`src/hdl/mram_tx_pkg.sv`:
```
`default_nettype none

package mram_tx_pkg;

   localparam int WORD_W       = 32;
   localparam int LINE_W       = 64;          // Two memory words per beat
   localparam int BUS_W        = 78;
   localparam int PAD_W        = BUS_W - LINE_W;
   localparam int ADDR_W       = 16;
   localparam int ERASE_SIZE_W = 10;

   // One-hot command codes as seen on the register interface
   typedef enum logic [7:0]
   {
      MODE_NORMAL_TX  = 8'h02,
      MODE_ERASE_CHIP = 8'h04,
      MODE_ERASE_SECT = 8'h08,
      MODE_ERASE_WORD = 8'h10
   } mram_mode_t;

endpackage

`default_nettype wire

```
`src/hdl/mram_tx_ctrl.sv`:
```
`timescale 1ns/1ps
`default_nettype none

module mram_tx_ctrl
#(
   parameter int TRANS_SIZE = 16
)
(
   input  logic                                  clk,
   input  logic                                  rst_n,

   input  logic                                  push_cmd_req_i,
   output logic                                  push_cmd_gnt_o,
   input  logic [7:0]                            mram_mode_i,
   input  logic [mram_tx_pkg::ADDR_W-1:0]        data_tx_addr_i,
   input  logic [TRANS_SIZE-1:0]                 data_tx_size_i,
   input  logic [mram_tx_pkg::ADDR_W-1:0]        erase_addr_i,
   input  logic [mram_tx_pkg::ERASE_SIZE_W-1:0]  erase_size_i,
   output logic                                  pending_o,

   output logic                                  pack_start_o,
   output logic [mram_tx_pkg::ADDR_W-1:0]        pack_addr_o,
   output logic [TRANS_SIZE-1:0]                 pack_size_o,
   output logic                                  erase_start_o,
   output mram_tx_pkg::mram_mode_t               erase_mode_o,
   output logic [mram_tx_pkg::ADDR_W-1:0]        erase_addr_o,
   output logic [mram_tx_pkg::ERASE_SIZE_W-1:0]  erase_size_o,

   input  logic                                  pack_busy_i,
   input  logic                                  pack_req_i,
   input  logic [mram_tx_pkg::ADDR_W-1:0]        pack_addr_i,
   input  logic [mram_tx_pkg::BUS_W-1:0]         pack_wdata_i,
   input  logic                                  pack_eot_i,
   output logic                                  pack_gnt_o,

   input  logic                                  erase_busy_i,
   input  logic                                  erase_req_i,
   input  logic [mram_tx_pkg::ADDR_W-1:0]        erase_addr_q_i,
   input  logic [mram_tx_pkg::BUS_W-1:0]         erase_wdata_i,
   input  logic                                  erase_eot_i,
   output logic                                  erase_gnt_o,

   output logic                                  data_tx_req_o,
   output logic [mram_tx_pkg::ADDR_W-1:0]        data_tx_addr_o,
   output logic [mram_tx_pkg::BUS_W-1:0]         data_tx_wdata_o,
   output logic                                  data_tx_eot_o,
   input  logic                                  data_tx_gnt_i
);

   logic cmd_gnt;
   logic is_erase;

   assign cmd_gnt        = push_cmd_req_i && !pack_busy_i && !erase_busy_i;
   assign push_cmd_gnt_o = cmd_gnt;
   assign pending_o      = push_cmd_req_i || pack_busy_i || erase_busy_i;

   assign is_erase = (mram_mode_i == mram_tx_pkg::MODE_ERASE_CHIP) ||
                     (mram_mode_i == mram_tx_pkg::MODE_ERASE_SECT) ||
                     (mram_mode_i == mram_tx_pkg::MODE_ERASE_WORD);

   // Other codes are granted and dropped
   always_ff @(posedge clk or negedge rst_n)
   begin
      if (!rst_n)
      begin
         pack_start_o  <= 1'b0;
         erase_start_o <= 1'b0;
      end
      else
      begin
         pack_start_o  <= cmd_gnt && (mram_mode_i == mram_tx_pkg::MODE_NORMAL_TX);
         erase_start_o <= cmd_gnt && is_erase;
      end
   end

   always_ff @(posedge clk)
   begin
      if (cmd_gnt)
      begin
         pack_addr_o  <= data_tx_addr_i;
         pack_size_o  <= data_tx_size_i;
         erase_addr_o <= erase_addr_i;
         erase_size_o <= erase_size_i;
         erase_mode_o <= mram_tx_pkg::mram_mode_t'(mram_mode_i);
      end
   end

   assign pack_gnt_o  = data_tx_gnt_i && pack_busy_i;
   assign erase_gnt_o = data_tx_gnt_i && erase_busy_i;

   always_comb
   begin
      if (pack_busy_i)
      begin
         data_tx_req_o   = pack_req_i;
         data_tx_addr_o  = pack_addr_i;
         data_tx_wdata_o = pack_wdata_i;
         data_tx_eot_o   = pack_eot_i;
      end
      else
      begin
         data_tx_req_o   = erase_req_i;
         data_tx_addr_o  = erase_addr_q_i;
         data_tx_wdata_o = erase_wdata_i;
         data_tx_eot_o   = erase_eot_i;
      end
   end

   a_one_engine: assert property (@(posedge clk) disable iff (!rst_n)
      !(pack_busy_i && erase_busy_i));

endmodule

`default_nettype wire

```
`src/hdl/mram_tx_erase.sv`:
```
`timescale 1ns/1ps
`default_nettype none

module mram_tx_erase
(
   input  logic                                  clk,
   input  logic                                  rst_n,

   input  logic                                  start_i,
   input  mram_tx_pkg::mram_mode_t               mode_i,
   input  logic [mram_tx_pkg::ADDR_W-1:0]        addr_i,
   input  logic [mram_tx_pkg::ERASE_SIZE_W-1:0]  size_i,

   output logic                                  busy_o,
   output logic                                  req_o,
   output logic [mram_tx_pkg::ADDR_W-1:0]        addr_o,
   output logic [mram_tx_pkg::BUS_W-1:0]         wdata_o,
   output logic                                  eot_o,
   input  logic                                  gnt_i,

   output logic                                  erase_pending_o,
   output logic                                  erase_done_o
);

   localparam logic [1:0] ST_IDLE = 2'd0;
   localparam logic [1:0] ST_REQ  = 2'd1;
   localparam logic [1:0] ST_DONE = 2'd2;

   logic [1:0]                            state_q;
   logic [mram_tx_pkg::ADDR_W-1:0]        addr_q;
   logic [mram_tx_pkg::ERASE_SIZE_W-1:0]  cnt_q;       // Requests left after this one
   logic                                  word_step_q;
   logic                                  last;

   assign last = (cnt_q == '0);

   always_ff @(posedge clk or negedge rst_n)
   begin
      if (!rst_n)
      begin
         state_q     <= ST_IDLE;
         addr_q      <= '0;
         cnt_q       <= '0;
         word_step_q <= 1'b0;
      end
      else
      begin
         case (state_q)
            ST_IDLE:
            begin
               if (start_i)
               begin
                  addr_q      <= addr_i;
                  cnt_q       <= (mode_i == mram_tx_pkg::MODE_ERASE_CHIP) ? '0 : size_i;
                  word_step_q <= (mode_i == mram_tx_pkg::MODE_ERASE_WORD);
                  state_q     <= ST_REQ;
               end
            end

            ST_REQ:
            begin
               if (gnt_i)
               begin
                  if (last)
                  begin
                     state_q <= ST_DONE;
                  end
                  else
                  begin
                     cnt_q <= cnt_q - 1'b1;
                     if (word_step_q)
                        addr_q <= addr_q + 1'b1;
                     else
                        addr_q <= {addr_q[mram_tx_pkg::ADDR_W-1:8] + 1'b1, 8'h00}; // Next sector
                  end
               end
            end

            default:
            begin
               state_q <= ST_IDLE;
            end
         endcase
      end
   end

   assign req_o           = (state_q == ST_REQ);
   assign addr_o          = addr_q;
   assign wdata_o         = {{mram_tx_pkg::PAD_W{1'b1}},
                             {(mram_tx_pkg::BUS_W - mram_tx_pkg::PAD_W){1'b1}}};
   assign eot_o           = req_o && last;
   assign erase_pending_o = req_o;
   assign erase_done_o    = (state_q == ST_DONE);
   assign busy_o          = start_i || (state_q != ST_IDLE);

   // Count stays within the command's size, a wrap would exceed it
   a_no_underflow: assert property (@(posedge clk) disable iff (!rst_n)
      req_o |-> cnt_q <= size_i);

endmodule

`default_nettype wire

```
`src/hdl/mram_tx_pack.sv`:
```
`timescale 1ns/1ps
`default_nettype none

module mram_tx_pack
#(
   parameter int TRANS_SIZE = 16
)
(
   input  logic                                  clk,
   input  logic                                  rst_n,

   input  logic                                  start_i,
   input  logic [mram_tx_pkg::ADDR_W-1:0]        addr_i,
   input  logic [TRANS_SIZE-1:0]                 size_i,

   input  logic [mram_tx_pkg::WORD_W-1:0]        data_tx_wdata_i,
   input  logic                                  data_tx_valid_i,
   output logic                                  data_tx_ready_o,

   output logic                                  busy_o,
   output logic                                  req_o,
   output logic [mram_tx_pkg::ADDR_W-1:0]        addr_o,
   output logic [mram_tx_pkg::BUS_W-1:0]         wdata_o,
   output logic                                  eot_o,
   input  logic                                  gnt_i,
   output logic                                  tx_done_o
);

   localparam logic [1:0] ST_IDLE   = 2'd0;
   localparam logic [1:0] ST_GET_LO = 2'd1;
   localparam logic [1:0] ST_GET_HI = 2'd2;
   localparam logic [1:0] ST_SEND   = 2'd3;

   logic [1:0]                            state_q;
   logic [1:0]                            state_d;
   logic [TRANS_SIZE-1:0]                 left_q;        // Words still to accept
   logic [TRANS_SIZE-1:0]                 words_ceil;
   logic [TRANS_SIZE-1:0]                 words_init;
   logic [mram_tx_pkg::ADDR_W-1:0]        addr_q;
   logic [mram_tx_pkg::WORD_W-1:0]        lo_q;
   logic [mram_tx_pkg::WORD_W-1:0]        hi_q;
   logic [mram_tx_pkg::LINE_W-1:0]        pair;
   logic                                  load;
   logic                                  take_lo;
   logic                                  take_hi;
   logic                                  last_word;
   logic                                  beat_done;

   // Byte count to words, rounded up, at least one
   assign words_ceil = {2'b00, size_i[TRANS_SIZE-1:2]} +
                       {{(TRANS_SIZE-1){1'b0}}, |size_i[1:0]};
   assign words_init = (words_ceil == '0) ? TRANS_SIZE'(1) : words_ceil;

   assign last_word = (left_q == TRANS_SIZE'(1));
   assign beat_done = (state_q == ST_SEND) && gnt_i;

   always_comb
   begin
      state_d         = state_q;
      data_tx_ready_o = 1'b0;
      req_o           = 1'b0;
      take_lo         = 1'b0;
      take_hi         = 1'b0;
      load            = 1'b0;
      tx_done_o       = 1'b0;

      case (state_q)
         ST_GET_LO:
         begin
            data_tx_ready_o = 1'b1;
            if (data_tx_valid_i)
            begin
               take_lo = 1'b1;
               state_d = last_word ? ST_SEND : ST_GET_HI;
            end
         end

         ST_GET_HI:
         begin
            data_tx_ready_o = 1'b1;
            if (data_tx_valid_i)
            begin
               take_hi = 1'b1;
               state_d = ST_SEND;
            end
         end

         ST_SEND:
         begin
            req_o = 1'b1;
            if (gnt_i)
            begin
               if (left_q == '0)
               begin
                  tx_done_o = 1'b1;
                  state_d   = ST_IDLE;
               end
               else
               begin
                  data_tx_ready_o = 1'b1;   // Next pair starts in the grant cycle
                  if (data_tx_valid_i)
                  begin
                     take_lo = 1'b1;
                     state_d = last_word ? ST_SEND : ST_GET_HI;
                  end
                  else
                  begin
                     state_d = ST_GET_LO;
                  end
               end
            end
         end

         default:
         begin
            if (start_i)
            begin
               load    = 1'b1;
               state_d = ST_GET_LO;
            end
         end
      endcase
   end

   always_ff @(posedge clk or negedge rst_n)
   begin
      if (!rst_n)
      begin
         state_q <= ST_IDLE;
         left_q  <= '0;
         addr_q  <= '0;
      end
      else
      begin
         state_q <= state_d;
         if (load)
         begin
            left_q <= words_init;
            addr_q <= addr_i;
         end
         else
         begin
            if (take_lo || take_hi)
               left_q <= left_q - 1'b1;
            if (beat_done)
               addr_q <= addr_q + 1'b1;
         end
      end
   end

   always_ff @(posedge clk)
   begin
      if (take_lo)
      begin
         lo_q <= data_tx_wdata_i;
         if (last_word)
            hi_q <= '0;                  // Odd tail pairs with zero
      end
      if (take_hi)
         hi_q <= data_tx_wdata_i;
   end

   assign pair    = {hi_q, lo_q};
   assign wdata_o = {{mram_tx_pkg::PAD_W{1'b0}}, ~pair};
   assign addr_o  = addr_q;
   assign eot_o   = (state_q == ST_SEND) && (left_q == '0);
   assign busy_o  = start_i || (state_q != ST_IDLE);

   a_req_hold: assert property (@(posedge clk) disable iff (!rst_n)
      req_o && !gnt_i |=> req_o && $stable(addr_o) && $stable(wdata_o));

endmodule

`default_nettype wire

```
`src/hdl/mram_tx_top.sv`:
```
`timescale 1ns/1ps
`default_nettype none

module mram_tx_top
#(
   parameter int TRANS_SIZE = 16
)
(
   input  logic                                  clk,
   input  logic                                  rst_n,

   input  logic [mram_tx_pkg::WORD_W-1:0]        data_tx_wdata_i,
   input  logic                                  data_tx_valid_i,
   output logic                                  data_tx_ready_o,

   input  logic                                  push_cmd_req_i,
   output logic                                  push_cmd_gnt_o,
   input  logic [mram_tx_pkg::ADDR_W-1:0]        data_tx_addr_i,
   input  logic [TRANS_SIZE-1:0]                 data_tx_size_i,
   input  logic [mram_tx_pkg::ADDR_W-1:0]        erase_addr_i,
   input  logic [mram_tx_pkg::ERASE_SIZE_W-1:0]  erase_size_i,
   input  logic [7:0]                            mram_mode_i,

   output logic [mram_tx_pkg::BUS_W-1:0]         data_tx_wdata_o,
   output logic [mram_tx_pkg::ADDR_W-1:0]        data_tx_addr_o,
   output logic                                  data_tx_req_o,
   output logic                                  data_tx_eot_o,
   input  logic                                  data_tx_gnt_i,

   output logic                                  pending_o,
   output logic                                  tx_done_o,
   output logic                                  erase_pending_o,
   output logic                                  erase_done_o
);

   logic                                  pack_start;
   logic [mram_tx_pkg::ADDR_W-1:0]        cmd_tx_addr;
   logic [TRANS_SIZE-1:0]                 cmd_tx_size;
   logic                                  erase_start;
   mram_tx_pkg::mram_mode_t               cmd_erase_mode;
   logic [mram_tx_pkg::ADDR_W-1:0]        cmd_erase_addr;
   logic [mram_tx_pkg::ERASE_SIZE_W-1:0]  cmd_erase_size;

   logic                                  pack_busy;
   logic                                  pack_req;
   logic [mram_tx_pkg::ADDR_W-1:0]        pack_addr;
   logic [mram_tx_pkg::BUS_W-1:0]         pack_wdata;
   logic                                  pack_eot;
   logic                                  pack_gnt;

   logic                                  erase_busy;
   logic                                  erase_req;
   logic [mram_tx_pkg::ADDR_W-1:0]        erase_addr;
   logic [mram_tx_pkg::BUS_W-1:0]         erase_wdata;
   logic                                  erase_eot;
   logic                                  erase_gnt;

   mram_tx_ctrl #(.TRANS_SIZE(TRANS_SIZE)) u_ctrl
   (
      .clk, .rst_n,
      .push_cmd_req_i, .push_cmd_gnt_o, .mram_mode_i,
      .data_tx_addr_i, .data_tx_size_i, .erase_addr_i, .erase_size_i,
      .pending_o,
      .pack_start_o   (pack_start),
      .pack_addr_o    (cmd_tx_addr),
      .pack_size_o    (cmd_tx_size),
      .erase_start_o  (erase_start),
      .erase_mode_o   (cmd_erase_mode),
      .erase_addr_o   (cmd_erase_addr),
      .erase_size_o   (cmd_erase_size),
      .pack_busy_i    (pack_busy),
      .pack_req_i     (pack_req),
      .pack_addr_i    (pack_addr),
      .pack_wdata_i   (pack_wdata),
      .pack_eot_i     (pack_eot),
      .pack_gnt_o     (pack_gnt),
      .erase_busy_i   (erase_busy),
      .erase_req_i    (erase_req),
      .erase_addr_q_i (erase_addr),
      .erase_wdata_i  (erase_wdata),
      .erase_eot_i    (erase_eot),
      .erase_gnt_o    (erase_gnt),
      .data_tx_req_o, .data_tx_addr_o, .data_tx_wdata_o, .data_tx_eot_o,
      .data_tx_gnt_i
   );

   mram_tx_pack #(.TRANS_SIZE(TRANS_SIZE)) u_pack
   (
      .clk, .rst_n,
      .start_i (pack_start),
      .addr_i  (cmd_tx_addr),
      .size_i  (cmd_tx_size),
      .data_tx_wdata_i, .data_tx_valid_i, .data_tx_ready_o,
      .busy_o  (pack_busy),
      .req_o   (pack_req),
      .addr_o  (pack_addr),
      .wdata_o (pack_wdata),
      .eot_o   (pack_eot),
      .gnt_i   (pack_gnt),
      .tx_done_o
   );

   mram_tx_erase u_erase
   (
      .clk, .rst_n,
      .start_i (erase_start),
      .mode_i  (cmd_erase_mode),
      .addr_i  (cmd_erase_addr),
      .size_i  (cmd_erase_size),
      .busy_o  (erase_busy),
      .req_o   (erase_req),
      .addr_o  (erase_addr),
      .wdata_o (erase_wdata),
      .eot_o   (erase_eot),
      .gnt_i   (erase_gnt),
      .erase_pending_o, .erase_done_o
   );

endmodule

`default_nettype wire

```
`config.mk`:
```
export PLATFORM = sky130hd
export DESIGN_NAME = mram_tx_top
export DESIGN_NICKNAME = d
export VERILOG_FILES = /design/src/hdl/mram_tx_pkg.sv /design/src/hdl/mram_tx_ctrl.sv /design/src/hdl/mram_tx_erase.sv /design/src/hdl/mram_tx_pack.sv /design/src/hdl/mram_tx_top.sv
export SDC_FILE = /design/constraint.sdc
export NUM_CORES = 1
export LEC_CHECK = 0
export ABC_AREA = 1
export BUFFER_PORTS_ARGS = -buffer_cell sky130_fd_sc_hd__buf_4
export CAP_MARGIN = 10
export CORE_UTILIZATION = 55
export CTS_CLUSTER_DIAMETER = 80
export DETAILED_ROUTE_END_ITERATION = 6
export GPL_TIMING_DRIVEN = 0
export PLACE_DENSITY_LB_ADDON = 0.25
export SYNTH_ARGS = -nofsm -noshare
export SYNTH_HDL_FRONTEND = slang
export SYNTH_SLANG_ARGS = --single-unit
```
`constraint.sdc`:
```
create_clock -name clk -period 7.71 [get_ports clk]
set_clock_uncertainty 0.15 [all_clocks]
set_input_delay 0.3855 -clock clk [delete_from_list [all_inputs] [get_ports clk]]
set_output_delay 0.3855 -clock clk [all_outputs]
set_load 0.005 [all_outputs]
```
==> reports/qor.yml <==
fin_nets: 1528
vias_per_cell: 5.38
clk_latency_ns: 0.43
maxSlewViolCount: 0
wl_per_cell_um: 16.7
dr_total_vias: 8875
grt_use_total_pct: 30.7
crit_path_max_fanout: 10
tightest_slew_ns: 1.14
rsz0062_at_grt: "no"
layout-drive-gt1-share_pct: 23.6
area_growth_pct: 35.4
ctsHoldBuffers: 99
dp.final_hpwl_um: 19400
clock_path_buffers: 2
postLayoutCellArea_um2: 13400
cts_max_level: 4
cts.sinks: 195
final_util_pct: 76.8
yosysMostFrequentCell: "nand2_1"
grt_pass1_vias: 8787
synth_edf_count: 130
dpl_cell_area_um2: 11800
fin_crit_sh_pct: 44.3
slowest_stage: "clkbuf_1"
cts_resized: 0
path_buf_inv: 6
period_needed_ns: 3.42
synth-seq-cells: 195
detail-route-antenna-nets: 0
portBuffers: 204
gp_congestion: 0.925
yosysSeqAreaShare_pct: 56.0
status: "finished clean"
wirelength_um: 27600
critical_path_class: "flop to primary output"
grt_pass1_wl_um: 43300
grt_overflow: 0
rows: 48
worstPathRequired_ns: 7.17
grt_start_max_net_pins: 66
leakagePower_nw: 6.03
yosysTopAreaCell: "edfxtp_1"
setup_viol: 0
postSynthAreaPerCell_um2: 9.13
ios: 205
maxCapViolations: 0
antennaDiodeCount: 0
die_h_um: 136
slew_headroom_pct: 24.1
synth_common_cells: "280 x nand2_1, 130 x edfxtp_1, 128 x nor2_1"
p_per_area_nw_per_um2: 324
finalHoldViolations: 0
cp-end-kind: "primary output"
ys_types: 53
hold_class: "primary input to flop"
cts_tree: "done"
peakVddDrop_v: 0.000203
crit_path_start: "u_pack.state_q[1]$_DFFE_PN0P_"
cts_setup_buffers: 0
synth_ff_type: "edfxtp_1"
synthDominantCellAreaShare_pct: 39.5
initial_core_util_pct: 56.7
startpoint_type: "flop"
die_x_um: 136
drt_iter0_markers: 572
synthTopCellsByArea: "edfxtp_1 40%, dfrtp_1 16%, nand2_1 11%"
async_flop_share_pct: 33.3
syn_nets: 1198
dr.pass1.iters: 5
arrival_ns: 2.88
nFillCells: 1215
core_um2: 17400
cpPeakStageDelay_ns: 0.50
r2r-start: "u_pack.state_q[0]$_DFFE_PN0P_"
ys.warnings.count: 0
crit_chain: "inv_1 > ha_1 > inv_1 > nor2_2 > inv_1 > clkbuf_1 > clkbuf_1 > o21ai_0 > buf_4"
cpMostUsedCell: "inv_1"
fmax_ghz: 0.293
syn_inst: 1081
crit_family: "buffers and inverters"
grt_antenna_before_repair: 0
cts_buffers: 17
syn_area_um2: 9870
path_clk_slew_ns: 0.07
min-delay-start: "data_tx_valid_i"
drt_drc_violations_left: 0
dieArea_um2: 18500
root_buffer: "clkbuf_16"
==> layout by cell type, fill, tap and decap left out, types with 8 or more instances in the layout <==
cell / netlist / final
a21oi_1: 22 / 22
buf_6: 7 / 12
clkbuf_1: 18 / 19
nand4_1: 20 / 20
o21ai_0: 55 / 54
ha_1: 14 / 14
o21ai_1: 17 / 17
xor2_1: 12 / 12
nor3_1: 11 / 10
edfxtp_1: 130 / 130
nand2_1: 280 / 280
dlygate4sd3_1: 0 / 99
dfrtp_1: 65 / 65
inv_1: 120 / 120
nand3_1: 53 / 53
buf_2: 8 / 8
clkbuf_16: 0 / 17
nor2_1: 128 / 128
nor2_2: 14 / 14
o21ai_2: 11 / 11
buf_4: 14 / 219
==> sequential cells by signal, indices dropped and copies added, names as in the netlist <==
| register | flops |
|---|---|
| u_pack.addr_o | 16 |
| u_ctrl.erase_start_o | 1 |
| u_pack.left_q | 16 |
| u_pack.hi_q | 32 |
| u_ctrl.erase_size_o | 10 |
| u_ctrl.erase_mode_o | 8 |
| u_ctrl.pack_size_o | 16 |
| u_erase.addr_o | 16 |
| u_ctrl.pack_addr_o | 16 |
| u_pack.lo_q | 32 |
| u_erase.state_q | 2 |
| u_erase.cnt_q | 10 |
| u_erase.word_step_q | 1 |
| u_ctrl.pack_start_o | 1 |
| u_pack.state_q | 2 |
| u_ctrl.erase_addr_o | 16 |
==> area by class of cell <==
| type | count | area [um2] | share of cell area (%) |
|---|---|---|---|
| timing repair buffer | 311 | 2640 | 19.8 |
| multi-input combinational | 713 | 3590 | 26.9 |
| sequential | 195 | 5530 | 41.4 |
| tap | 225 | 282 | 2.11 |
| inverter | 125 | 472 | 3.53 |
| clock buffer | 18 | 429 | 3.21 |
| buffer | 48 | 295 | 2.21 |
| clock inverter | 14 | 128 | 0.955 |
==> logic make-up (layout without fill, tap and decap cells) <==
| family | count (synthesis) | count (layout) | share of synthesized area (%) |
|---|---|---|---|
| fa+ha+maj | 14 | 14 | 1.77 |
| buf+inv | 173 | 516 | 7.77 |
| flops | 195 | 195 | 56.0 |
| simple gates | 540 | 540 | 23.9 |
| compound gates | 143 | 143 | 9.14 |
| xor+xnor | 16 | 16 | 1.42 |
==> where the power goes <==
group          total (mW)  internal (mW)  leakage, nW  switching [mW]
clock network       0.861          0.452        0.273           0.409
registers            1.59           1.40         2.00           0.188
logic                1.88          0.810         3.75            1.07
==> per-layer routing <==
layer | track usage, % | vias up | wire (um)
li1 | - | 4220 | -
met1 | 36.9 | 4289 | 11000
met2 | 54.4 | 305 | 14500
met3 | 5.33 | 61 | 1300
met4 | 12.2 | 0 | 797
met5 | 0 | - | 0
==> stage by stage <==
step | TNS (ns) | hold slack [ns] | total power, mW | setup WS (ns) | instances
final | 0 | 0.143 | 4.34 | 4.29 | 1649
after global placement | -41.31 | 0.307 | 3.36 | -1.01 | 1510
after detailed placement | 0 | 0.317 | 3.43 | 4.74 | 1518
after floorplan | 0 | -0.0601 | 2.65 | 1.41 | 1081
after CTS | 0 | 0.132 | 4.33 | 4.26 | 1649
after global routing | 0 | 0.129 | 4.60 | 4.10 | 1649
==> tightest hold or removal path, cell delays in order <==
cell and delay (ns):
buf_4 0.13, nand2_1 0.06, nand2_1 0.05, a22oi_1 0.06
==> path summary, 6_finish.rpt <==
path | end | slack [ns] | cells past startpoint
min in group asynchronous | u_erase.addr_o[9]$_DFFE_PN0P_ | 0.45 | 2
worst min register to register | u_pack.addr_o[7]$_DFFE_PN0P_ | 0.34 | 2
worst max register to register | u_ctrl.pack_addr_o[12]$_DFFE_PP_ | 4.98 | 9
max in group asynchronous | u_pack.addr_o[9]$_DFFE_PN0P_ | 6.34 | 2
worst max-delay path | data_tx_addr_o[4] | 4.29 | 9
worst min-delay path | u_pack.state_q[0]$_DFFE_PN0P_ | 0.14 | 4
No activity file was read; power rests on OpenSTA's default activity.
